==> src/fetch_defs.svh <==
// Shared widths, reset PC and NOP encoding for the fetch subsystem; include in every RTL file
`ifndef FETCH_DEFS_SVH
`define FETCH_DEFS_SVH

// ----------------------------------------------------------------------
// Fetch geometry
// ----------------------------------------------------------------------

// Instructions fetched per cycle
`define FETCH_WIDTH 2

// Lane index width, kept at least one bit wide
`define LANE_IDX_WIDTH ((`FETCH_WIDTH > 1) ? $clog2(`FETCH_WIDTH) : 1)

// Byte address width
`define ADDR_WIDTH 32

// ----------------------------------------------------------------------
// Instruction memory
// ----------------------------------------------------------------------

// One memory block holds two 32-bit words
`define BLOCK_WIDTH 64

// Number of blocks, 2 KB of address space
`define IMEM_DEPTH 256
`define IMEM_ADDR_WIDTH $clog2(`IMEM_DEPTH)

// PC after reset
`define RESET_PC 32'h0000_0000

// addi x0, x0, 0 placed in invalid lanes
`define NOP 32'h0000_0013

`endif
==> src/fetch_pkg.sv <==
// Types shared by the fetch RTL; import by wildcard in the module header
package fetch_pkg;

    // ------------------------------------------------------------------
    // Memory command
    // ------------------------------------------------------------------

    // Single-cycle strobe to the instruction memory, no acknowledge
    typedef enum logic [1:0] {
        // No read this cycle
        MEM_NONE = 2'h0,
        // Read the blocks for the current PC
        MEM_LOAD = 2'h1
    } mem_command_e;

    // ------------------------------------------------------------------
    // Instruction word
    // ------------------------------------------------------------------

    // One 32-bit RISC-V instruction
    typedef logic [31:0] inst_t;

endpackage

==> src/fetch_lane.sv <==
// One fetch lane: word select from its memory block, PC and NPC, and masking after a taken branch
`timescale 1ns/1ps
`include "fetch_defs.svh"

module fetch_lane import fetch_pkg::*; #(
    // Position of this lane in the bundle
    parameter int unsigned LANE = 0
) (
    // Request in flight from the PC generator
    input  logic                         req_valid_i,
    input  logic [`ADDR_WIDTH-1:0]       req_pc_i,
    input  logic [`LANE_IDX_WIDTH-1:0]   req_last_lane_i,
    // Block returned by this lane's memory port
    input  logic [`BLOCK_WIDTH-1:0]      block_i,
    // Lane result to the bundle register
    output logic                         lane_valid_o,
    output logic [`ADDR_WIDTH-1:0]       lane_pc_o,
    output logic [`ADDR_WIDTH-1:0]       lane_npc_o,
    output inst_t                        lane_inst_o
);

    // Byte offset of this lane from the bundle PC
    localparam logic [`ADDR_WIDTH-1:0] PC_OFFSET = 4 * LANE;

    inst_t word;

    // ------------------------------------------------------------------
    // Addresses
    // ------------------------------------------------------------------

    assign lane_pc_o  = req_pc_i + PC_OFFSET;

    // Fall-through address, prediction handled by the PC generator
    assign lane_npc_o = lane_pc_o + `ADDR_WIDTH'(4);

    // ------------------------------------------------------------------
    // Word select and masking
    // ------------------------------------------------------------------

    // PC bit 2 picks the half of the 64-bit block
    always_comb begin
        if (lane_pc_o[2]) begin
            word = block_i[63:32];
        end else begin
            word = block_i[31:0];
        end
    end

    // Lanes past the taken branch drop out
    assign lane_valid_o = req_valid_i && (int'(req_last_lane_i) >= LANE);

    // Invalid lanes carry a NOP
    assign lane_inst_o  = lane_valid_o ? word : inst_t'(`NOP);

endmodule

==> config.mk <==
export PLATFORM = sky130hd
export DESIGN_NAME = fetch_lane
export DESIGN_NICKNAME = d
export VERILOG_FILES = /design/src/fetch_pkg.sv /design/src/fetch_lane.sv
export VERILOG_INCLUDE_DIRS = /design/src /design/src/src
export SDC_FILE = /design/constraint.sdc
export NUM_CORES = 1
export LEC_CHECK = 0
export ABC_AREA = 1
export BUFFER_PORTS_ARGS = -buffer_cell sky130_fd_sc_hd__buf_4
export CAP_MARGIN = 20
export CORE_AREA = 2 2 76 78
export DETAILED_ROUTE_END_ITERATION = 8
export DIE_AREA = 0 0 78 80
export PLACE_DENSITY_LB_ADDON = 0.05
export REMOVE_ABC_BUFFERS = 1
export SYNTH_ARGS = -nofsm -noshare
export SYNTH_HDL_FRONTEND = slang
export SYNTH_SLANG_ARGS = --single-unit
==> constraint.sdc <==
create_clock -name vclk -period 2.4
set_clock_uncertainty 0.05 [all_clocks]
set_input_delay 0.48 -clock vclk [all_inputs]
set_output_delay 0.48 -clock vclk [all_outputs]
set_load 0.01 [all_outputs]
Word level (Yosys, flattened, before mapping)
Index checks and enable logic that the tools add are counted.
{"block": "word_totals", "reg_bits": 0, "latchBits": 0, "mem_bits_rw": 0, "mem_bits_ro": 0, "inputBits": 98, "out_inout_bits": 97, "word_cells": 3, "memories": 0}
{"block": "op_classes", "n_addsub": 1, "multipliers": 0, "n_div": 0, "magnitude_cmp": 0, "eq_ne": 0, "shifts": 0, "mux": 2, "bitwise_logic": 0, "reduce_logical": 0}
{"operator": "32-bit 2-to-1 mux", "count": 2}
{"operator": "32-bit by 3-bit adder with 32-bit output (second input constant)", "count": 1}

Longest topological paths before layout
Gate-level depths: netlist (run 1).
{"block": "logic_depth", "word_depth": 2, "depth_mapped": 8, "ltp_nobuf": 8}

Worst setup path after synthesis (run 1)
No wires, ideal clock.
{"block": "synth_path", "kind": "in2out", "from": "input port req_pc_i[2]", "to": "output port lane_npc_o[18]", "arrival_ns": 1.399, "required_time_ns": 1.870, "setup_slack_ns": 0.471, "stages": 6, "path_buffers": 0, "path_cell_list": "ha_1 > nand2_1 > nor2_1 > nand2_1 > nor2_4 > xor2_1"}
{"block": "synth_via", "elab_chain_len": 1}
{"element": "start, declared", "line_no": "fetch_lane.sv:11", "rtl": "input logic [`ADDR_WIDTH-1:0] req_pc_i,"}
{"element": "32-bit by 3-bit adder with 32-bit output", "line_no": "fetch_lane.sv:34", "rtl": "assign lane_npc_o = lane_pc_o + `ADDR_WIDTH'(4);"}
{"element": "end, declared", "line_no": "fetch_lane.sv:18", "rtl": "output logic [`ADDR_WIDTH-1:0] lane_npc_o,"}
No other way between the ends.

Worst setup path in the final report (run 1)
{"block": "layout_path", "from": "input port req_pc_i[2]", "to": "output port lane_npc_o[16]"}
The elaborated chain is that of the path after synthesis.

==> results of run 1 <==
==> power groups by stage <==
| stage | logic (mW) | registers, mW | clock network (mW) |
|---|---|---|---|
| global placement | 0.467 | 0 | 0 |
| global route | 0.513 | 0 | 0 |
| finish | 0.468 | 0 | 0 |
| detailed placement | 0.470 | 0 | 0 |
| floorplan | 0.137 | 0 | 0 |
| CTS | 0.472 | 0 | 0 |
==> metrics by stage <==
step | hold slack, ps | power (mW)
2_1_floorplan | 910 | 0.137
3_3_place_gp | 910 | 0.467
3_5_place_dp | 910 | 0.470
4_1_cts | 910 | 0.472
5_1_grt | 910 | 0.513
6_report | 910 | 0.468
==> area by class of cell <==
type	count	share of cell area (%)
Timing Repair Buffer	191	52.2
Multi-Input combinational cell	252	42.5
Tap cell	72	3.27
Inverter	15	2.04
==> repair_timing <==
action                                 in CTS  in global routing
endpoints found under the hold margin       0                  0
setup endpoints to repair                   0                  9
hold buffers                                0                  0
resized for setup                           0                  2
==> synthesized netlist by cell type (all sizes together) <==
master  count
ha          1
xor2       11
o21ai      29
nand3b      8
buf        38
inv        15
xnor2       4
nand2      90
and2        3
nor2       97
clkbuf      6
nand3       9
==> cell families (layout without fill, tap and decap cells) <==
kind of cell	Yosys count	count (layout)	share of synthesized area (%)
AOI/OAI and AO/OA	29	29	9.53
xor gates and xnor gates	15	15	8.63
buffers and inverters	59	206	23.2
adders and majority gates	1	1	0.822
and+or+nand+nor	207	207	57.8
==> how the worst min path moves through the flow <==
stage | from | endpoint | slack [ps] | cells after the start
after detailed placement | req_pc_i[0] | lane_pc_o[0] | 910 | 0
final | req_pc_i[0] | lane_pc_o[0] | 910 | 0
after global routing | req_pc_i[1] | lane_npc_o[1] | 910 | 0
after global placement | req_pc_i[0] | lane_pc_o[0] | 910 | 0
after CTS | req_pc_i[0] | lane_pc_o[0] | 910 | 0
after floorplan | req_pc_i[0] | lane_npc_o[0] | 910 | 0
==> routing by layer <==
layer / GRT usage (%) / up-vias / wire length [um] / share of wire (%)
met4: 4.04 / 0 / 147 / 2.3
li1: - / 1224 / - / -
met5: 0 / - / 0 / 0
met1: 22.9 / 983 / 2580 / 41
met2: 35.7 / 92 / 3150 / 49
met3: 3.96 / 12 / 499 / 7.8
==> results list, run 1 <==
- The flow ran to the end, and the final reports show no timing, DRC or antenna violations.
* # rows: 27
- In the final timing run, aggregate negative setup slack is 0 ps.
- Leaving out fill and tap cells, the most frequent cells in the layout are 190 x sky130_fd_sc_hd__buf_4, 89 x sky130_fd_sc_hd__nor2_1, 87 x sky130_fd_sc_hd__nand2_1, 29 x sky130_fd_sc_hd__o21ai_0, 14 x sky130_fd_sc_hd__inv_1.
* Sequential fraction of the synthesis area: 0%
- Maximum number of pins on one net before global-route repair: 34
* Utilization after layout: about half
* Critical path endpoint category: primary output
* Maximum achievable frequency: 0.451 GHz
* Pwr Density: between 150 and 200 nW/um^2
* Most common cell after layout, fill and taps aside: sky130_fd_sc_hd__buf_4
* Area growth from synthesis to layout: 81.0%
- Setup repair after global routing missed its margin: false
- Transition time at the pin with the least slew margin: between 300 and 400 ps
* Switching Power: about 0.21 mW
- Post-DP HPWL: about 5.5 mm
* Final standard cell area without fillers: 2760 um^2
- Kind of critical path: input port to primary output
- Setup violations remaining at the end of the flow were counted as 0.
- In this run the biggest area consumer among cell types represents around 22% of the synthesized area.
* Final max-slew violation count: 0
- The first global-routing pass estimated a little over 10 mm of wire.
- The worst setup path is launched from an input port.
- Max-cap violations: 0
- Internal power: 0.255 mW
- Ranked by total cell area, the synthesized netlist is headed by sky130_fd_sc_hd__nor2_1 22%, sky130_fd_sc_hd__nand2_1 22%, sky130_fd_sc_hd__buf_4 17%.
- Post-CTS setup-driven buffer insertion count: 0
- Kind of path behind the tightest hold check: input port to primary output
- Tmin final: 2220 ps
- Clock power share: 0%
- STA puts the critical path data required time at 1870 ps.
* Share of total power consumed by net switching: a little under half
- DR iter-0 viols: 62
- Fraction of final layout cells with drive strength greater than 1: between 40% and 50%
* Number of library cell types mapped by synthesis: 18
* Count of port buffers added during placement: ~190
- Start point of the critical path: req_pc_i[2]
* Routability-driven placement congestion ratio: about 0.85
* Via total after detailed routing: 2311
- In the final layout, the multi-input gates occupy ~1200 um^2.
- Residual DRC count: 0
* Max-slew headroom at the worst pin: ~80%
- Delay contributed by the slowest stage of the critical path: roughly 270 ps
- In the routed layout, each cell is associated on average with a via count of roughly 4.4.
- Final cell count without fillers: between 500 and 600
- Dividing the detail-routed wire length by the instance count gives between 10 and 15 um.
- Antenna diode instance count: 0
* Timing endpoint of the critical path: lane_npc_o[16]
- The cell count after synthesis came out at approximately 310.
* Final-layout fill cell count: ~600
* Overflow left after global routing: 0
* Final number of hold-violating endpoints: 0
- Min setup slack post-route: 182 ps
- IO Count: roughly 200
* First-pass iteration count of the detailed router: 4
- The via count of the first global-routing pass was between 2000 and 2500.
* Worst slack, placed: just under 100 ps
* VDD IR max: 125 uV
* Slowest stage cell, crit path: sky130_fd_sc_hd__nor2_1
* Starting density of the core: 28.2%
* Placed instance area: 2750 um^2
- The critical path crosses 8 cells after its start point.
* Final layout net count: between 500 and 600
* Count of synthesis-stage warnings from yosys: 0
* Avg Inst Size Synth: approximately 5 um^2
- Registers are responsible for 0% of the overall power.
- Number of antenna violations at the first check in global routing: 0
- DIE AREA: between 6000 and 7000 um^2
- Syn Std Cell Area: roughly 1500 um^2
* Sequential cells: 0
* Static leakage: roughly 1.5 nW
* Highest fanout seen on the critical path: 5
- Part of the power in combinational logic: 100.0%
- Measured along the y axis, the die boundary spans 80 um.
- Worst path cell trace: buf_4 -> ha_1 -> nand2_1 -> nor2_1 -> nand2_1 -> nor2_1 -> xor2_1 -> buf_4
- Count of buffering cells on the critical path with inverters included: 2
* Total wirelength of the detailed-routed design: roughly 6.4 mm
- Die span in x: 78 um
- Number of antenna-violating nets in the routed design: 0
* Register area: 0 um^2
- Summed over all instances, the cell type with the most area after synthesis is sky130_fd_sc_hd__nor2_1.
- Total of clock buffers placed in the layout: 0
- The total area inside the core boundary comes to about 5400 um^2.
* Global-route total usage across every layer: 19.3%
- Top cell family by delay on the critical path: simple AND/OR/NAND/NOR gates
* Arrival time reported for the critical path endpoint: around 1700 ps
* Placed instance count: between 500 and 600
* Portion of the clock cycle consumed by the worst path in the final layout: around 92%
Note: power is estimated with default switching activity, not from simulation.
==> inputs of run 2 (changes only) <==
--- a/config.mk
+++ b/config.mk
@@ -9,11 +9,13 @@
 export ABC_AREA = 1
 export BUFFER_PORTS_ARGS = -buffer_cell sky130_fd_sc_hd__buf_4
 export CAP_MARGIN = 20
-export CORE_AREA = 2 2 76 78
+export CORE_ASPECT_RATIO = 1.1
+export CORE_MARGIN = 5
+export CORE_UTILIZATION = 35
 export DETAILED_ROUTE_END_ITERATION = 8
-export DIE_AREA = 0 0 78 80
 export PLACE_DENSITY_LB_ADDON = 0.05
 export REMOVE_ABC_BUFFERS = 1
+export SLEW_MARGIN = 40
 export SYNTH_ARGS = -nofsm -noshare
 export SYNTH_HDL_FRONTEND = slang
 export SYNTH_SLANG_ARGS = --single-unit
==> run 2 against run 1 <==
  * Worst setup slack improved by 34 ps
  * Largest cell class unchanged
  * Highest routed layer unchanged
  * Utilization rose by 13 points
  * First-iteration DRC count increased by 37%
==> results list, run 2 (synthesis gave the netlist of run 1 again) <==
- Number of antenna-violating nets in the routed design: 0 (unchanged)
- The max-slew headroom at the worst pin is 77.7% (-2.1 points).
- DIE AREA: 5770 um^2 (-7.5%)
* Top cell by count, worst path: sky130_fd_sc_hd__nand2_1
- Worst path cell trace: buf_4 -> ha_1 -> nand2_1 -> nor2_1 -> nand2_1 -> nor2_4 -> nand2_1 -> nand2_1 -> nand2_1 -> buf_4
* Slowest stage cell, crit path: sky130_fd_sc_hd__nor2_4
- Relative to the synthesized area, the layout overhead comes to 78.6%.
* Static leakage: 1.51 nW (-0.46%)
- Maximum achievable frequency: 0.458 GHz (+1.6%)
- Utilization after layout: 63.9% (+13 points)
- VDD IR max: 110 uV (-12%)
- Power after layout: 0.467 mW (-0.19%)
- Wire per inst: 12.7 um (+5.9%)
- Post-CTS setup-driven buffer insertion count: 0 (unchanged)
- Setup TNS Final: 0 ps (unchanged)
- The worst setup path is captured at a primary output.
- Fraction of final layout cells with drive strength greater than 1: 44.0% (-0.34 points)
- The post-cts gate resize count is 0 (unchanged).
- The number of cells on the worst hold path is 0 (unchanged).
- The total number of placement rows was 25 (-7.4%).
* Die height: 79.2 um (-1.0%)
- IO Count: 195 (unchanged)
- The part of the total power dissipated in combinational logic is 100.0% (about the same).
* Switching Power: 0.213 mW (+0.24%)
- Maximum number of pins on one net before global-route repair: 34 (unchanged)
* Internal power: 0.254 mW (-0.54%)
- Delay contributed by the slowest stage of the critical path: 210 ps (-60 ps)
- The share of the cycle needed by the critical path after routing came to 91.0% (-1.4 points).
- Global-route total usage across every layer: 21.0% (+1.7 points)
* Share of total power consumed by net switching: 45.6% (+0.19 points)
- Via count of the first global-routing pass: 2170 (+1.3%)
- The maximum fanout along the worst path came to 5 (unchanged).
- The total via count in the routed design came to 2336 (+1.1%).
- Avg Vias per Cell: 4.57 (+4.8%)
- Setup Viol. Count Final: 0 (unchanged)
- Sequential cells: 0 (unchanged)
- In this run the worst setup path terminates at lane_npc_o[22].
* Commonest non-fill, non-tap cells in the layout: 190 x sky130_fd_sc_hd__buf_4, 89 x sky130_fd_sc_hd__nor2_1, 88 x sky130_fd_sc_hd__nand2_1, 29 x sky130_fd_sc_hd__o21ai_0, 14 x sky130_fd_sc_hd__inv_1
- Total of clock buffers placed in the layout: 0 (unchanged)
- The final net count is 558 (-0.18%).
- The number of detailed-routing iterations run before antenna repair is 4 (unchanged).
* Starting density of the core: 35.8% (+7.6 points)
- The startpoint identified for the worst hold timing path is req_pc_i[1].
- The tightest min-delay check is of the input port to primary output type.
* Antenna diode instance count: 0 (unchanged)
- Kind of critical path: input port to primary output
- Final number of hold-violating endpoints: 0 (unchanged)
- Residual DRC count: 0 (unchanged)
* Clock power share: 0% (unchanged)
- The number of hold-repair buffers added at the cts stage was 0 (unchanged).
* Core ar.: 4250 um^2 (-21%)
* DR iter-0 viols: 85 (+37%)
- Post-DP HPWL: 5.77 mm (+5.7%)
* Type of element launching the critical path: input port
* Final max-slew violation count: 0 (unchanged)
- Setup repair after global routing left no endpoint under its margin.
- The library cell used most frequently in the layout, excluding fill and tap cells, is sky130_fd_sc_hd__buf_4.
- Register area: 0 um^2 (unchanged)
* Count of port buffers added during placement: 188 (unchanged)
- The reported max-cap violation count came to 0 (unchanged).
- The critical path arrival is 1650 ps (-40 ps).
- The sum of overflow across all layers after global routing came to 0 (unchanged).
- Status: finished clean
- The number of antenna violations at the first check in global routing was 0 (unchanged).
* Tmin final: 2180 ps (-34.2 ps)
* Sequential fraction of design power: 0% (unchanged)
* Transition time at the pin with the least slew margin: 334 ps (+32.7 ps)
* Wire length of the first global-routing pass: 9.97 mm (-1.6%)
- The required time reported for the critical path endpoint came to 1870 ps (about the same).
- Final hold slack: 910 ps (-0.0380 ps)
- The horizontal die dimension came to 72.9 um (-6.6%).
* Total wirelength of the detailed-routed design: 6.51 mm (+2.1%)
- Start point of the critical path: req_pc_i[2]
- Routability-driven placement congestion ratio: 0.819 (-3.7%)
- The power density of the placed cells was 172 nW/um^2 (+1.1%).
[run 2: cell types whose count changed in the layout (fill, tap and decap cells not counted), sizes merged]
cell,delta
buf,-1
[run 2: worst min-delay path by stage]
stage	to	slack, ps
final	lane_npc_o[1]	910
after global routing	lane_pc_o[1]	910
after CTS	lane_pc_o[0]	910
after detailed placement	lane_pc_o[0]	910
after global placement	lane_pc_o[0]	910
after floorplan	lane_npc_o[0]	910
[run 2: metal layers]
layer	routed length, um	global-route usage [%]	share of wire [%]
met5	0	0	0
met4	127	3.51	2.0
met3	620	4.18	9.5
met2	3430	40.3	53
met1	2330	23.4	36
[run 2: layout make-up]
| class | count | area, um^2 |
|---|---|---|
| inverter | 15 | 56.3 |
| fill | 445 | 1530 |
| multi-input combinational | 252 | 1170 |
| timing repair buffer | 190 | 1430 |
| tap | 54 | 67.6 |
[run 2: worst max-delay path: cells and delay by family]
family                     cells  cell delay, ps
adders and majority gates      1             190
buffers and inverters          2             220
and+or+nand+nor                7             740
[run 2: stage by stage]
stage | area [um^2] | setup slack [ps] | instances
after CTS | 2720 | 193 | 511
after global routing | 2720 | 73.9 | 511
after detailed placement | 2720 | 194 | 511
final | 2720 | 216 | 511
after global placement | 2720 | 199 | 511
after floorplan | 1230 | 471 | 267
[run 2: power by group through the flow]
stage | Sequential [mW] | Combinational, mW | Clock (mW)
CTS | 0 | 0.472 | 0
global placement | 0 | 0.465 | 0
floorplan | 0 | 0.137 | 0
global route | 0 | 0.510 | 0
detailed placement | 0 | 0.471 | 0
finish | 0 | 0.467 | 0
