$ cat src/fetch_defs.svh
// Shared widths, reset PC and NOP encoding for the fetch subsystem; include in every RTL file
`ifndef FETCH_DEFS_SVH
`define FETCH_DEFS_SVH

// ----------------------------------------------------------------------
// Fetch geometry
// ----------------------------------------------------------------------

// Instructions fetched per cycle
`define FETCH_WIDTH 2

// Lane index width, kept at least one bit wide
`define LANE_IDX_WIDTH ((`FETCH_WIDTH > 1) ? $clog2(`FETCH_WIDTH) : 1)

// Byte address width
`define ADDR_WIDTH 32

// ----------------------------------------------------------------------
// Instruction memory
// ----------------------------------------------------------------------

// One memory block holds two 32-bit words
`define BLOCK_WIDTH 64

// Number of blocks, 2 KB of address space
`define IMEM_DEPTH 256
`define IMEM_ADDR_WIDTH $clog2(`IMEM_DEPTH)

// PC after reset
`define RESET_PC 32'h0000_0000

// addi x0, x0, 0 placed in invalid lanes
`define NOP 32'h0000_0013

`endif
$ cat src/fetch_pkg.sv
// Types shared by the fetch RTL; import by wildcard in the module header
package fetch_pkg;

    // ------------------------------------------------------------------
    // Memory command
    // ------------------------------------------------------------------

    // Single-cycle strobe to the instruction memory, no acknowledge
    typedef enum logic [1:0] {
        // No read this cycle
        MEM_NONE = 2'h0,
        // Read the blocks for the current PC
        MEM_LOAD = 2'h1
    } mem_command_e;

    // ------------------------------------------------------------------
    // Instruction word
    // ------------------------------------------------------------------

    // One 32-bit RISC-V instruction
    typedef logic [31:0] inst_t;

endpackage

$ cat src/fetch_pc.sv
// PC generator for the fetch unit: next-PC priority, memory load strobe and request register
`timescale 1ns/1ps
`include "fetch_defs.svh"

module fetch_pc import fetch_pkg::*; (
    input  logic                         clock,
    input  logic                         reset,
    // Low stalls the PC and suppresses the load
    input  logic                         fetch_en_i,
    // Redirect from a later stage, highest priority
    input  logic                         flush_i,
    input  logic [`ADDR_WIDTH-1:0]       flush_target_i,
    // Prediction for the bundle at the current PC
    input  logic                         pred_valid_i,
    input  logic                         pred_taken_i,
    input  logic [`LANE_IDX_WIDTH-1:0]   pred_lane_i,
    input  logic [`ADDR_WIDTH-1:0]       pred_target_i,
    // To the instruction memory
    output mem_command_e                 imem_command_o,
    output logic [`ADDR_WIDTH-1:0]       imem_addr_o,
    // Request in flight, lines up with the memory read data
    output logic                         req_valid_o,
    output logic [`ADDR_WIDTH-1:0]       req_pc_o,
    output logic [`LANE_IDX_WIDTH-1:0]   req_last_lane_o
);

    localparam int unsigned LANE_W = `LANE_IDX_WIDTH;

    // Bytes covered by one full bundle
    localparam logic [`ADDR_WIDTH-1:0] PC_STEP = 4 * `FETCH_WIDTH;

    // Highest lane when no branch cuts the bundle
    localparam logic [LANE_W-1:0] LAST_LANE = LANE_W'(`FETCH_WIDTH - 1);

    logic [`ADDR_WIDTH-1:0] pc_q;
    logic [`ADDR_WIDTH-1:0] pc_next;
    logic                   pred_hit;
    logic                   load;

    // ------------------------------------------------------------------
    // Next PC
    // ------------------------------------------------------------------

    assign pred_hit = pred_valid_i && pred_taken_i;

    // Flush, then taken prediction, then sequential; stall holds
    always_comb begin
        pc_next = pc_q;
        if (flush_i) begin
            pc_next = flush_target_i;
        end else if (fetch_en_i) begin
            if (pred_hit) begin
                pc_next = pred_target_i;
            end else begin
                pc_next = pc_q + PC_STEP;
            end
        end
    end

    always_ff @(posedge clock) begin
        if (reset) begin
            pc_q <= `RESET_PC;
        end else begin
            pc_q <= pc_next;
        end
    end

    // ------------------------------------------------------------------
    // Load strobe and request register
    // ------------------------------------------------------------------

    // One load per enabled cycle, none while flushing
    assign load           = !reset && !flush_i && fetch_en_i;
    assign imem_command_o = load ? MEM_LOAD : MEM_NONE;
    assign imem_addr_o    = pc_q;

    // Valid bit killed by flush so the older read never reaches the lanes
    always_ff @(posedge clock) begin
        if (reset || flush_i) begin
            req_valid_o <= 1'b0;
        end else begin
            req_valid_o <= load;
        end
    end

    // PC and cut lane follow the memory read
    always_ff @(posedge clock) begin
        if (load) begin
            req_pc_o        <= pc_q;
            req_last_lane_o <= pred_hit ? pred_lane_i : LAST_LANE;
        end
    end

    // Predictor must name a lane that exists in the bundle
    a_pred_lane_in_range: assert property (
        @(posedge clock) disable iff (reset)
        pred_valid_i |-> (int'(pred_lane_i) < `FETCH_WIDTH)
    );

endmodule

$ cat config.mk
export PLATFORM = sky130hd
export DESIGN_NAME = fetch_pc
export DESIGN_NICKNAME = d
export VERILOG_FILES = /design/src/fetch_pkg.sv /design/src/fetch_pc.sv
export VERILOG_INCLUDE_DIRS = /design/src /design/src/src
export SDC_FILE = /design/constraint.sdc
export NUM_CORES = 1
export LEC_CHECK = 0
export BUFFER_PORTS_ARGS = -buffer_cell sky130_fd_sc_hd__buf_2
export CAP_MARGIN = 20
export CORE_ASPECT_RATIO = 1.4
export CORE_MARGIN = 2
export CORE_UTILIZATION = 43
export DETAILED_ROUTE_END_ITERATION = 16
export GPL_TIMING_DRIVEN = 0
export HOLD_SLACK_MARGIN = 0.02
export PLACE_DENSITY_LB_ADDON = 0.3
export RECOVER_POWER = 100
export SLEW_MARGIN = 20
export SYNTH_ARGS = -nofsm -noshare
export SYNTH_HDL_FRONTEND = slang
export SYNTH_SLANG_ARGS = --single-unit
$ cat constraint.sdc
create_clock -name clock -period 4.2 [get_ports clock]
set_clock_uncertainty 0.05 [all_clocks]
set_input_delay 0.21 -clock clock [delete_from_list [all_inputs] [get_ports clock]]
set_output_delay 0.21 -clock clock [all_outputs]
set_load 0.005 [all_outputs]
==> Word-level counts from Yosys, hierarchy flattened <==
Cells that the tools add are included.
W data, S select, Z words.
{ "word_totals": {"in_bits": 71, "regBits": 66, "elab_cells": 16, "output_inout_bits": 68} }
{ "classes": {"n_reduce_logical": 7, "n_mux": 4, "n_addsub": 1} }
{ "ops": {"columns": ["operator", "n"], "rows": [
  ["$mux W32", 3],
  ["$add A32 B4 Y32 const B", 1],
  ["$logic_and A1 B1 Y1", 3],
  ["$logic_not A1 Y1", 2],
  ["$reduce_bool A2 Y1", 1],
  ["$logic_or A1 B1 Y1", 1],
  ["$mux W1", 1]
]} }

==> Logic depth before layout (Yosys ltp) <==
Gate-level depths: netlist of the first run.
{ "depth": {"word_depth": 4, "ltp_mapped": 7, "depth_no_buf": 5} }

==> Least setup slack after synthesis of the first run <==
OpenSTA, ideal clock, no wires.
{ "synth_path": {"path_type": "input port to flip-flop", "start": "input port fetch_en_i", "end": "register pc_q[19] (netlist: imem_addr_o[19])", "setup_time_ps": 62, "arrival_time_ps": 2387, "setup_slack_ps": 1701, "cell_stages": 6, "path_buffers": 1, "required_ps": 4088, "cell_sequence": "buf_4 -> or3b_1 -> inv_1 -> o21a_1 -> or4b_2 -> nand3_1"} }
{ "synth_via": {"elab_chain_len": 1} }
{ "synth_lines": {"columns": ["element", "line_no", "text"], "rows": [
  ["from (decl)", "fetch_pc.sv:9", "input logic fetch_en_i,"],
  ["$reduce_bool A2 Y1 (no source line)", null, null],
  ["to (signal assigned)", "fetch_pc.sv:62", "pc_q <= `RESET_PC;"],
  ["to (signal assigned)", "fetch_pc.sv:64", "pc_q <= pc_next;"],
  ["to (decl)", "fetch_pc.sv:35", "logic [`ADDR_WIDTH-1:0] pc_q;"]
]} }
Every way passes these cells.
A chain may end at the register's enable or synchronous reset.

==> Worst setup path in the final report of the first run <==
{ "layout_path": {"start": "register pc_q[3] (netlist: imem_addr_o[3])", "end": "register pc_q[23] (netlist: imem_addr_o[23])"} }
{ "layout_via": {"elab_chain_len": 4} }
{ "layout_lines": {"columns": ["element", "line_no", "text"], "rows": [
  ["$add A32 B4 Y32", "fetch_pc.sv:55", "pc_next = pc_q + PC_STEP;"],
  ["$mux W32", "fetch_pc.sv:52", "if (pred_hit) begin"],
  ["$mux W32", "fetch_pc.sv:51", "end else if (fetch_en_i) begin"],
  ["$mux W32", "fetch_pc.sv:49", "if (flush_i) begin"]
]} }
Every way passes these cells. The select of a mux whose other input is x is not followed.

==> flow_metrics.py, run 1 <==
metrics = {
    "status": {
        "status": "finished, final reports clean",
    },
    "clock_network": {
        "cts_sinks": 66,
        "hold_buffers": 0,
        "cts-buffers-inserted": 9,
        "cts_root_buf": "clkbuf_8",
        "cts_max_level": 3,
        "ctsResizeCount": 0,
        "cts_tree": "built",
        "cts_setup_buffers": 0,
        "clk_pin_slew_ns": 0.07,
        "clk_latency_ns": 0.36,
        "cts_buffer_depth": 2,
    },
    "power": {
        "ir_drop_mv": 0.1634,
        "clkPwrFrac": 0.322,
        "p_seq_frac": 0.532,
        "power.switching_mw": 0.4067,
        "p_leak_nw": 1.684,
        "combPwrFrac": 0.146,
        "p_total_mw": 1.417,
        "switching_share": 0.2871,
        "p_per_area_nw_per_um2": 324.4,
        "p_int_mw": 1.010,
    },
    "yosys": {
        "synth_edf_count": 33,
        "synth_top_area_share": 0.2875,
        "syn-num-nets": 432,
        "synth_ff_type": "edfxtp_1",
        "synth_most_common_cell": "nand2_1",
        "syn-instance-count": 360,
        "ys_top_cells_by_count": "nand2_1 (45), dfxtp_1 (33), edfxtp_1 (33)",
        "synth_seq_cells": 66,
        "synth.avg_cell_area_um2": 9.575,
        "yosysTopAreaCell": "edfxtp_1",
        "async_reset_ff_frac": 0,
        "synthTopCellsByArea": "edfxtp_1 (29%), dfxtp_1 (19%), nand2_1 (4.9%)",
        "synth.yosys.warnings": 0,
        "synth_cell_type_count": 63,
        "yosysSeqAreaShare": 0.4791,
        "syn_area_um2": 3447,
    },
    "global_routing": {
        "grt_max_degree": 33,
        "antenna_found_initial": 0,
        "grt_pass1_vias": 3549,
        "grt_pass1_wl_mm": 17.31,
        "gr-total-overflow": 0,
        "grtUsageTotal": 0.2626,
    },
    "route": {
        "vias_per_cell": 5.982,
        "drcViolationCount": 0,
        "drt-total-wl_mm": 11.41,
        "wl_per_cell_um": 18.62,
        "firstDrtPassIters": 5,
        "dr_total_vias": 3667,
        "first_iter_violations": 288,
        "final_antenna_net_count": 0,
    },
    "critical_path": {
        "cp_num_buf_inv": 1,
        "crit_fanout": 10,
        "max_stage_delay_ns": 0.46,
        "cp.required_ns": 4.39,
        "critPathLaunchType": "flop",
        "cp_cell_sequence": "ha_1 -> and4_1 -> nand4_1 -> clkbuf_1 -> o311a_1 -> a221o_1",
        "endpoint_kind": "flop",
        "worst-r2r-cell-count": 6,
        "worst-setup-path-type": "reg2reg",
        "path_delay_family": "simple AND/OR/NAND/NOR gates",
        "slowest_stage": "dfxtp_1",
        "path_depth": 6,
        "crit_arrival_ns": 2.67,
    },
    "floorplan": {
        "die_x_um": 79.67,
        "die-area_um2": 8759,
        "core_region_area_um2": 7750,
        "num_rows": 38,
        "die_h_um": 109.9,
        "pin_count": 139,
        "start_util": 0.4448,
    },
    "sta": {
        "hold_violations": 0,
        "finalCritPeriodShare": 0.5907,
        "rsz0062_at_grt": "false",
        "relSlewSlack": 0.4532,
        "setup_viol": 0,
        "fmax_mhz": 403.1,
        "tns_ns": 0,
        "period_needed_ns": 2.481,
        "maxSlewViolCount": 0,
        "tightest_slew_ns": 0.8127,
    },
    "layout": {
        "drive_gt1_frac": 0.2515,
        "antenna_cells": 0,
        "area_growth_pct": 26.68,
        "fin_nets": 580,
    },
    "worst_hold_path": {
        "hold_path.class": "in2reg",
        "whs_path_depth": 3,
    },
    "flow_run": {
        "drv_cap": 0,
    },
    "place": {
        "dp_hpwl_mm": 8.357,
        "place.gp.congestion": 0.8996,
        "port_buffers": 136,
    },
}
[logic make-up after synthesis]
kind of cell,after synthesis,synth area share
AOI/OAI and AO/OA,95,0.2058
xor gates and xnor gates,7,0.01779
buffers and inverters,46,0.05626
muxes,5,0.01561
other,1,0.001088
adders and majority gates,1,0.003629
and+or+nand+nor,139,0.2207
DFF,66,0.4791
[layout make-up]
cell class                 count  area, um^2
clock buffer                   9       123.9
sequential                    66        1652
buffer                        29       118.9
fill                         754        3383
multi-input combinational    248        1592
tap                          100       125.1
inverter                      17       63.81
timing repair buffer         137       655.6
clock inverter                 7       36.28
[power by group through the flow]
stage                     clock, mW  sequential (mW)  combinational [mW]
after global routing          0.490            0.759               0.227
after CTS                     0.467            0.752               0.211
after floorplan                   0            0.760               0.105
after global placement            0            0.765               0.205
final                         0.456            0.753               0.207
after detailed placement          0            0.767               0.210
[final timing paths]
kind / start / endpoint / slack [ns]
worst max register to register: imem_addr_o[3] / imem_addr_o[23] / 1.72
worst max-delay path: imem_addr_o[3] / imem_addr_o[23] / 1.72
worst min register to register: imem_addr_o[1] / req_pc_o[1] / 0.42
worst min-delay path: flush_target_i[5] / imem_addr_o[5] / 0.05
[per-stage QoR]
stage | hold WS, ns | area, um^2 | util | worst slack (ns) | instances
floorplan | 0.2927 | 3447 | - | 1.701 | 360
global placement | 0.3886 | 4253 | 0.5488 | 0.9121 | 596
detailed placement | 0.3955 | 4273 | 0.5513 | 1.772 | 597
CTS | 0.04560 | 4433 | 0.5720 | 1.740 | 613
global route | 0.06271 | 4367 | 0.5634 | 1.617 | 613
finish | 0.04702 | 4367 | 0.5634 | 1.719 | 613
[cell usage in the layout (no fill, tap or decap), types with 3 or more instances in the layout]
cell,netlist,layout
a32o_1,3,3
and3_1,3,3
o221ai_1,13,13
clkbuf_8,0,9
o311a_1,3,3
nand4_1,11,12
nor3_1,9,9
o31ai_1,3,3
dfxtp_1,33,33
inv_1,16,17
a311oi_1,5,5
nand3_1,12,12
and2_1,5,3
xor2_1,6,6
clkinv_2,0,5
and4_1,5,5
nor3b_1,3,3
o211ai_1,12,12
o21a_1,4,4
a2bb2oi_1,5,5
mux2_2,3,3
nor4_1,7,7
a221oi_1,3,3
edfxtp_1,33,33
o21ai_0,13,13
o22ai_1,5,5
a21oi_1,10,10
nand2_1,45,45
buf_2,2,102
a31oi_1,3,3
clkbuf_1,19,60
or4_1,5,6
nor2_1,14,14
[sequential cells by signal, summed over array words and instances, names as in the netlist]
register         flops
imem_addr_o         32
req_pc_o            32
req_last_lane_o      1
req_valid_o          1
[worst min-delay path: cells and delay by family]
kind            cells  cell delay, ns
buf+inv             1            0.09
compound gates      1            0.05
simple gates        1            0.05
[per-layer routing]
layer,up-vias,part of all wire,track usage
met3,42,0.085,0.04433
met2,208,0.51,0.4520
met5,-,0,0
li1,1687,-,-
met1,1730,0.37,0.2969
met4,0,0.037,0.1724
Note: power is estimated with default switching activity, not from simulation.
==> run 2, diff against run 1 <==
Clock period 4.2 ns to 2 ns, I/O delays scaled along.
==> flow_metrics.py, run 2 (synthesis gave the netlist of run 1 again) <==
metrics = {
    "sta": {
        "setup_viol": 0,
        "fmax_mhz": 507.6,
        "tightest_slew_ns": 0.9946,
        "relSlewSlack": 0.3333,
        "finalCritPeriodShare": 0.9849,
        "hold_violations": 0,
        "period_needed_ns": 1.970,
        "worst_slack_ns": 0.03013,
        "maxSlewViolCount": 0,
    },
    "layout": {
        "finalNonFillerCells": 636,
        "fin_nets": 603,
        "final_common_cell": "buf_2",
        "drive_gt1_frac": 0.3563,
        "final_cell_mix": "buf_2 (137), nand2_1 (45), edfxtp_1 (33)",
        "antenna_cells": 0,
        "area_growth_pct": 36.99,
    },
    "global_routing": {
        "grt_pass1_wl_mm": 18.24,
        "grt_max_degree": 20,
        "antenna_found_initial": 0,
        "gr-total-overflow": 0,
        "grt_pass1_vias": 3592,
        "grtUsageTotal": 0.2790,
    },
    "worst_hold_path": {
        "min_from": "flush_target_i[22]",
        "whs_path_depth": 3,
        "hold_path.class": "in2reg",
        "hold_end": "imem_addr_o[22]",
    },
    "power": {
        "ir_drop_mv": 0.3402,
        "p_leak_nw": 1.914,
        "p_per_area_nw_per_um2": 641.2,
    },
    "place": {
        "dp_hpwl_mm": 8.301,
        "place.gp.congestion": 0.9137,
        "dp_slack_ns": -0.5253,
        "dp.cells": 596,
        "port_buffers": 136,
    },
    "critical_path": {
        "endpoint_kind": "flop",
        "cp.required_ns": 2.19,
        "slowest_stage": "dfxtp_4",
        "worst-r2r-cell-count": 6,
        "crit_fanout": 8,
        "rr_startpoint": "imem_addr_o[3]",
        "r2r-end": "imem_addr_o[23]",
        "worst-setup-path-type": "reg2reg",
        "max_stage_delay_ns": 0.40,
        "critPathLaunchType": "flop",
        "crit_arrival_ns": 2.16,
        "cp_cell_sequence": "ha_4 -> and4_4 -> nand4_1 -> clkbuf_8 -> o311a_1 -> a221o_1",
        "rrSetupSlack_ns": 0.03,
    },
    "route": {
        "first_iter_violations": 321,
        "vias_per_cell": 5.923,
        "dr_total_vias": 3767,
        "final_antenna_net_count": 0,
        "drt-total-wl_mm": 12.05,
        "drcViolationCount": 0,
        "firstDrtPassIters": 6,
        "wl_per_cell_um": 18.94,
    },
    "floorplan": {
        "die_x_um": 79.67,
        "die_h_um": 109.9,
        "die-area_um2": 8759,
        "num_rows": 38,
        "pin_count": 139,
        "start_util": 0.4448,
        "core_region_area_um2": 7750,
    },
    "clock_network": {
        "clk_pin_slew_ns": 0.07,
        "cts-buffers-inserted": 9,
        "cts_max_level": 3,
        "cts_root_buf": "clkbuf_8",
        "cts_tree": "built",
        "clk_latency_ns": 0.35,
        "cts_buffer_depth": 2,
        "cts_sinks": 66,
    },
    "flow_run": {
        "drv_cap": 0,
    },
    "status": {
        "status": "finished, final reports clean",
    },
}
-- run 2: changes by cell type in the layout (fill, tap and decap cells not counted), sizes merged --
| cell | delta |
|---|---|
| clkinvlp | +1 |
| inv | -1 |
| clkbuf | -37 |
| clkinv | -5 |
| buf | +45 |
| dlygate4sd3 | +20 |
-- run 2: metrics by stage --
| stage | instance area (um^2) | TNS (ns) | util | total power [mW] | hold WS [ns] |
|---|---|---|---|---|---|
| 2_1_floorplan | 3457 | 0 | - | 1.819 | 0.1827 |
| 3_3_place_gp | 4263 | -4.227 | 0.5500 | 2.038 | 0.2878 |
| 3_5_place_dp | 4263 | -5.176 | 0.5500 | 2.051 | 0.2874 |
| 4_1_cts | 4688 | 0 | 0.6049 | 3.023 | 0.02382 |
| 5_1_grt | 4722 | -0.02720 | 0.6093 | 3.150 | 0.03096 |
| 6_report | 4722 | 0 | 0.6093 | 3.028 | 0.02067 |
-- run 2: timing repair --
item                       4_1_cts  5_1_grt
hold buffers                    20        0
resized for setup               21       15
setup buffers                    3        1
pin swaps                        1        1
setup endpoints to repair       13       11
gates cloned                     1        0
hold endpoints to repair        17        0
-- run 2: area by class of cell --
class                           instances  area [um^2]
Inverter                               17        67.56
Buffer                                 28        142.6
Multi-Input combinational cell        248         1632
Timing Repair Buffer                  160        910.9
Clock inverter                          1        5.005
Sequential cell                        66         1688
Timing Repair inverter                  1        5.005
Tap cell                              100        125.1
Fill cell                             683         3028
Clock buffer                           15        146.4
-- run 2: how the worst max path moves through the flow --
stage	from	to	slack, ns
2_1_floorplan	imem_addr_o[3]	imem_addr_o[23]	0.02
3_3_place_gp	fetch_en_i	imem_addr_o[18]	-0.45
3_5_place_dp	fetch_en_i	imem_addr_o[18]	-0.53
4_1_cts	imem_addr_o[3]	imem_addr_o[23]	0.006
5_1_grt	imem_addr_o[11]	imem_addr_o[18]	-0.01
6_report	imem_addr_o[3]	imem_addr_o[23]	0.03
-- run 2: power breakdown --
| part | switching, mW | total (mW) | internal, mW |
|---|---|---|---|
| clock network | 0.498 | 0.950 | 0.452 |
| logic | 0.256 | 0.490 | 0.234 |
| registers | 0.0912 | 1.59 | 1.50 |
| total | 0.845 | 3.03 | 2.18 |
-- run 2: worst max-delay path, delay by kind of cell, from the launching register on --
| family | cells | cell delay, ns |
|---|---|---|
| adders and majority gates | 1 | 0.17 |
| buffers and inverters | 1 | 0.23 |
| AOI/OAI and AO/OA | 2 | 0.55 |
| and+or+nand+nor | 2 | 0.46 |
| DFF | 1 | 0.40 |
-- run 2: routing by layer --
layer | global-route usage | routed length (um) | vias to the layer above | part of all wire
li1 | - | - | 1736 | -
met1 | 0.3257 | 4415 | 1777 | 0.37
met2 | 0.4718 | 6180 | 216 | 0.51
met3 | 0.04844 | 964 | 38 | 0.080
met4 | 0.1736 | 488 | 0 | 0.041
met5 | 0 | 0 | - | 0
==> run 3, diff against run 2 <==
Settings changed: CORE_UTILIZATION 43 to 35.
==> flow_metrics.py, run 3 (synthesis gave the netlist of run 1 again) <==
metrics = {
    "power": {
        "clkPwrFrac": 0.420,
        "ir_drop_mv": 0.4672,
        "combPwrFrac": 0.133,
        "p_leak_nw": 1.873,
        "power.switching_mw": 0.9386,
        "switching_share": 0.2637,
        "p_seq_frac": 0.447,
        "p_total_mw": 3.559,
        "p_per_area_nw_per_um2": 742.5,
        "p_int_mw": 2.620,
    },
    "sta": {
        "finalCritPeriodShare": 0.9812,
        "setup_viol": 0,
        "fmax_mhz": 509.6,
        "hold_violations": 0,
        "rsz0062_at_grt": "false",
        "tns_ns": 0,
        "tightest_slew_ns": 0.9214,
        "relSlewSlack": 0.3823,
        "period_needed_ns": 1.962,
        "maxSlewViolCount": 0,
    },
    "route": {
        "firstDrtPassIters": 5,
        "wl_per_cell_um": 18.86,
        "drcViolationCount": 0,
        "final_antenna_net_count": 0,
        "dr_total_vias": 3769,
        "vias_per_cell": 5.685,
        "first_iter_violations": 248,
        "drt-total-wl_mm": 12.51,
    },
    "clock_network": {
        "cts_sinks": 66,
        "cts_max_level": 3,
        "cts_tree": "built",
        "cts-buffers-inserted": 9,
        "cts_buffer_depth": 2,
        "cts_root_buf": "clkbuf_16",
        "clk_latency_ns": 0.34,
        "clk_pin_slew_ns": 0.06,
    },
    "global_routing": {
        "grt_pass1_wl_mm": 18.75,
        "grt_pass1_vias": 3670,
        "grtUsageTotal": 0.2336,
        "grt_max_degree": 20,
        "gr-total-overflow": 0,
        "antenna_found_initial": 0,
    },
    "critical_path": {
        "cp_cell_sequence": "buf_6 -> and4_4 -> nand4_1 -> clkbuf_8 -> o311a_1 -> a221o_1",
        "crit_arrival_ns": 2.14,
        "endpoint_kind": "flop",
        "cp_num_buf_inv": 2,
        "critPathLaunchType": "flop",
        "slowest_stage": "dfxtp_1",
        "crit_fanout": 10,
        "max_stage_delay_ns": 0.41,
        "worst-setup-path-type": "reg2reg",
        "path_delay_family": "compound AO/OA/AOI/OAI gates",
        "cp.required_ns": 2.18,
    },
    "floorplan": {
        "pin_count": 139,
        "die_h_um": 121.4,
        "num_rows": 42,
        "die_x_um": 87.88,
        "die-area_um2": 10670,
        "core_region_area_um2": 9512,
        "start_util": 0.3624,
    },
    "place": {
        "dp_hpwl_mm": 8.743,
        "port_buffers": 136,
        "place.gp.congestion": 0.9560,
        "dpl_cell_area_um2": 4303,
        "dp.cells": 628,
    },
    "layout": {
        "postLayoutCoreUtil": 0.5039,
        "area_growth_pct": 39.06,
        "final_area_um2": 4793,
        "final_common_cell": "buf_2",
        "antenna_cells": 0,
        "drive_gt1_frac": 0.3145,
        "fin_nets": 598,
        "final_cell_mix": "buf_2 (113), clkbuf_1 (45), nand2_1 (45)",
        "finalNonFillerCells": 663,
    },
    "worst_hold_path": {
        "hold_path.class": "in2reg",
    },
    "flow_run": {
        "drv_cap": 0,
    },
    "status": {
        "status": "finished, final reports clean",
    },
}
## run 3: timing repair
action | in CTS | in global routing
gates resized for setup | 21 | 11
pin swaps | 1 | 1
setup buffers | 3 | 0
endpoints found under the setup margin | 13 | 11
hold endpoints to repair | 13 | 0
cloned | 1 | 0
hold buffers | 16 | 0
## run 3: power groups by stage
stage | clock, mW | combinational, mW | sequential [mW]
4_1_cts | 1.51 | 0.476 | 1.59
3_5_place_dp | 0 | 0.444 | 1.61
2_1_floorplan | 0 | 0.222 | 1.60
3_3_place_gp | 0 | 0.438 | 1.61
6_report | 1.49 | 0.473 | 1.59
5_1_grt | 1.56 | 0.515 | 1.60
## run 3: worst reg2reg max path, cell delays in order (launching register included)
cell and delay [ns]:
dfxtp_1 0.41, buf_6 0.17, and4_4 0.26, nand4_1 0.18, clkbuf_8 0.22, o311a_1 0.29, a221o_1 0.27
## run 3: metal layers
layer	share of wire	vias up	global-route usage	wire length, um
met5	0	-	0	0
met4	0.054	0	0.1413	674
met3	0.084	53	0.04626	1045
met2	0.50	200	0.3916	6272
met1	0.36	1792	0.2685	4515
li1	-	1724	-	-
## run 3: final cells by class
type	instances	area [um^2]
tap	132	165.2
sequential	66	1684
timing repair buffer	155	830.8
fill	936	4718
buffer	28	142.6
multi-input combinational	248	1623
inverter	17	67.56
clock inverter	3	15.01
timing repair inverter	1	5.005
clock buffer	13	260.3
## run 3: path summary, 6_finish.rpt
check | start | to | slack (ns) | cells after the start
min | flush_target_i[10] | imem_addr_o[10] | 0.03 | 3
min reg2reg | imem_addr_o[0] | req_pc_o[0] | 0.40 | 0
max | imem_addr_o[7] | imem_addr_o[23] | 0.04 | 6
max reg2reg | imem_addr_o[7] | imem_addr_o[23] | 0.04 | 6
## run 3: metrics by stage
stage / hold WS [ns] / setup WS, ns
2_1_floorplan: 0.1827 / 0.01914
4_1_cts: 0.02452 / 0.004730
3_3_place_gp: 0.2889 / -0.4490
5_1_grt: 0.05361 / 0.003569
3_5_place_dp: 0.2815 / -0.5267
6_report: 0.02753 / 0.03769
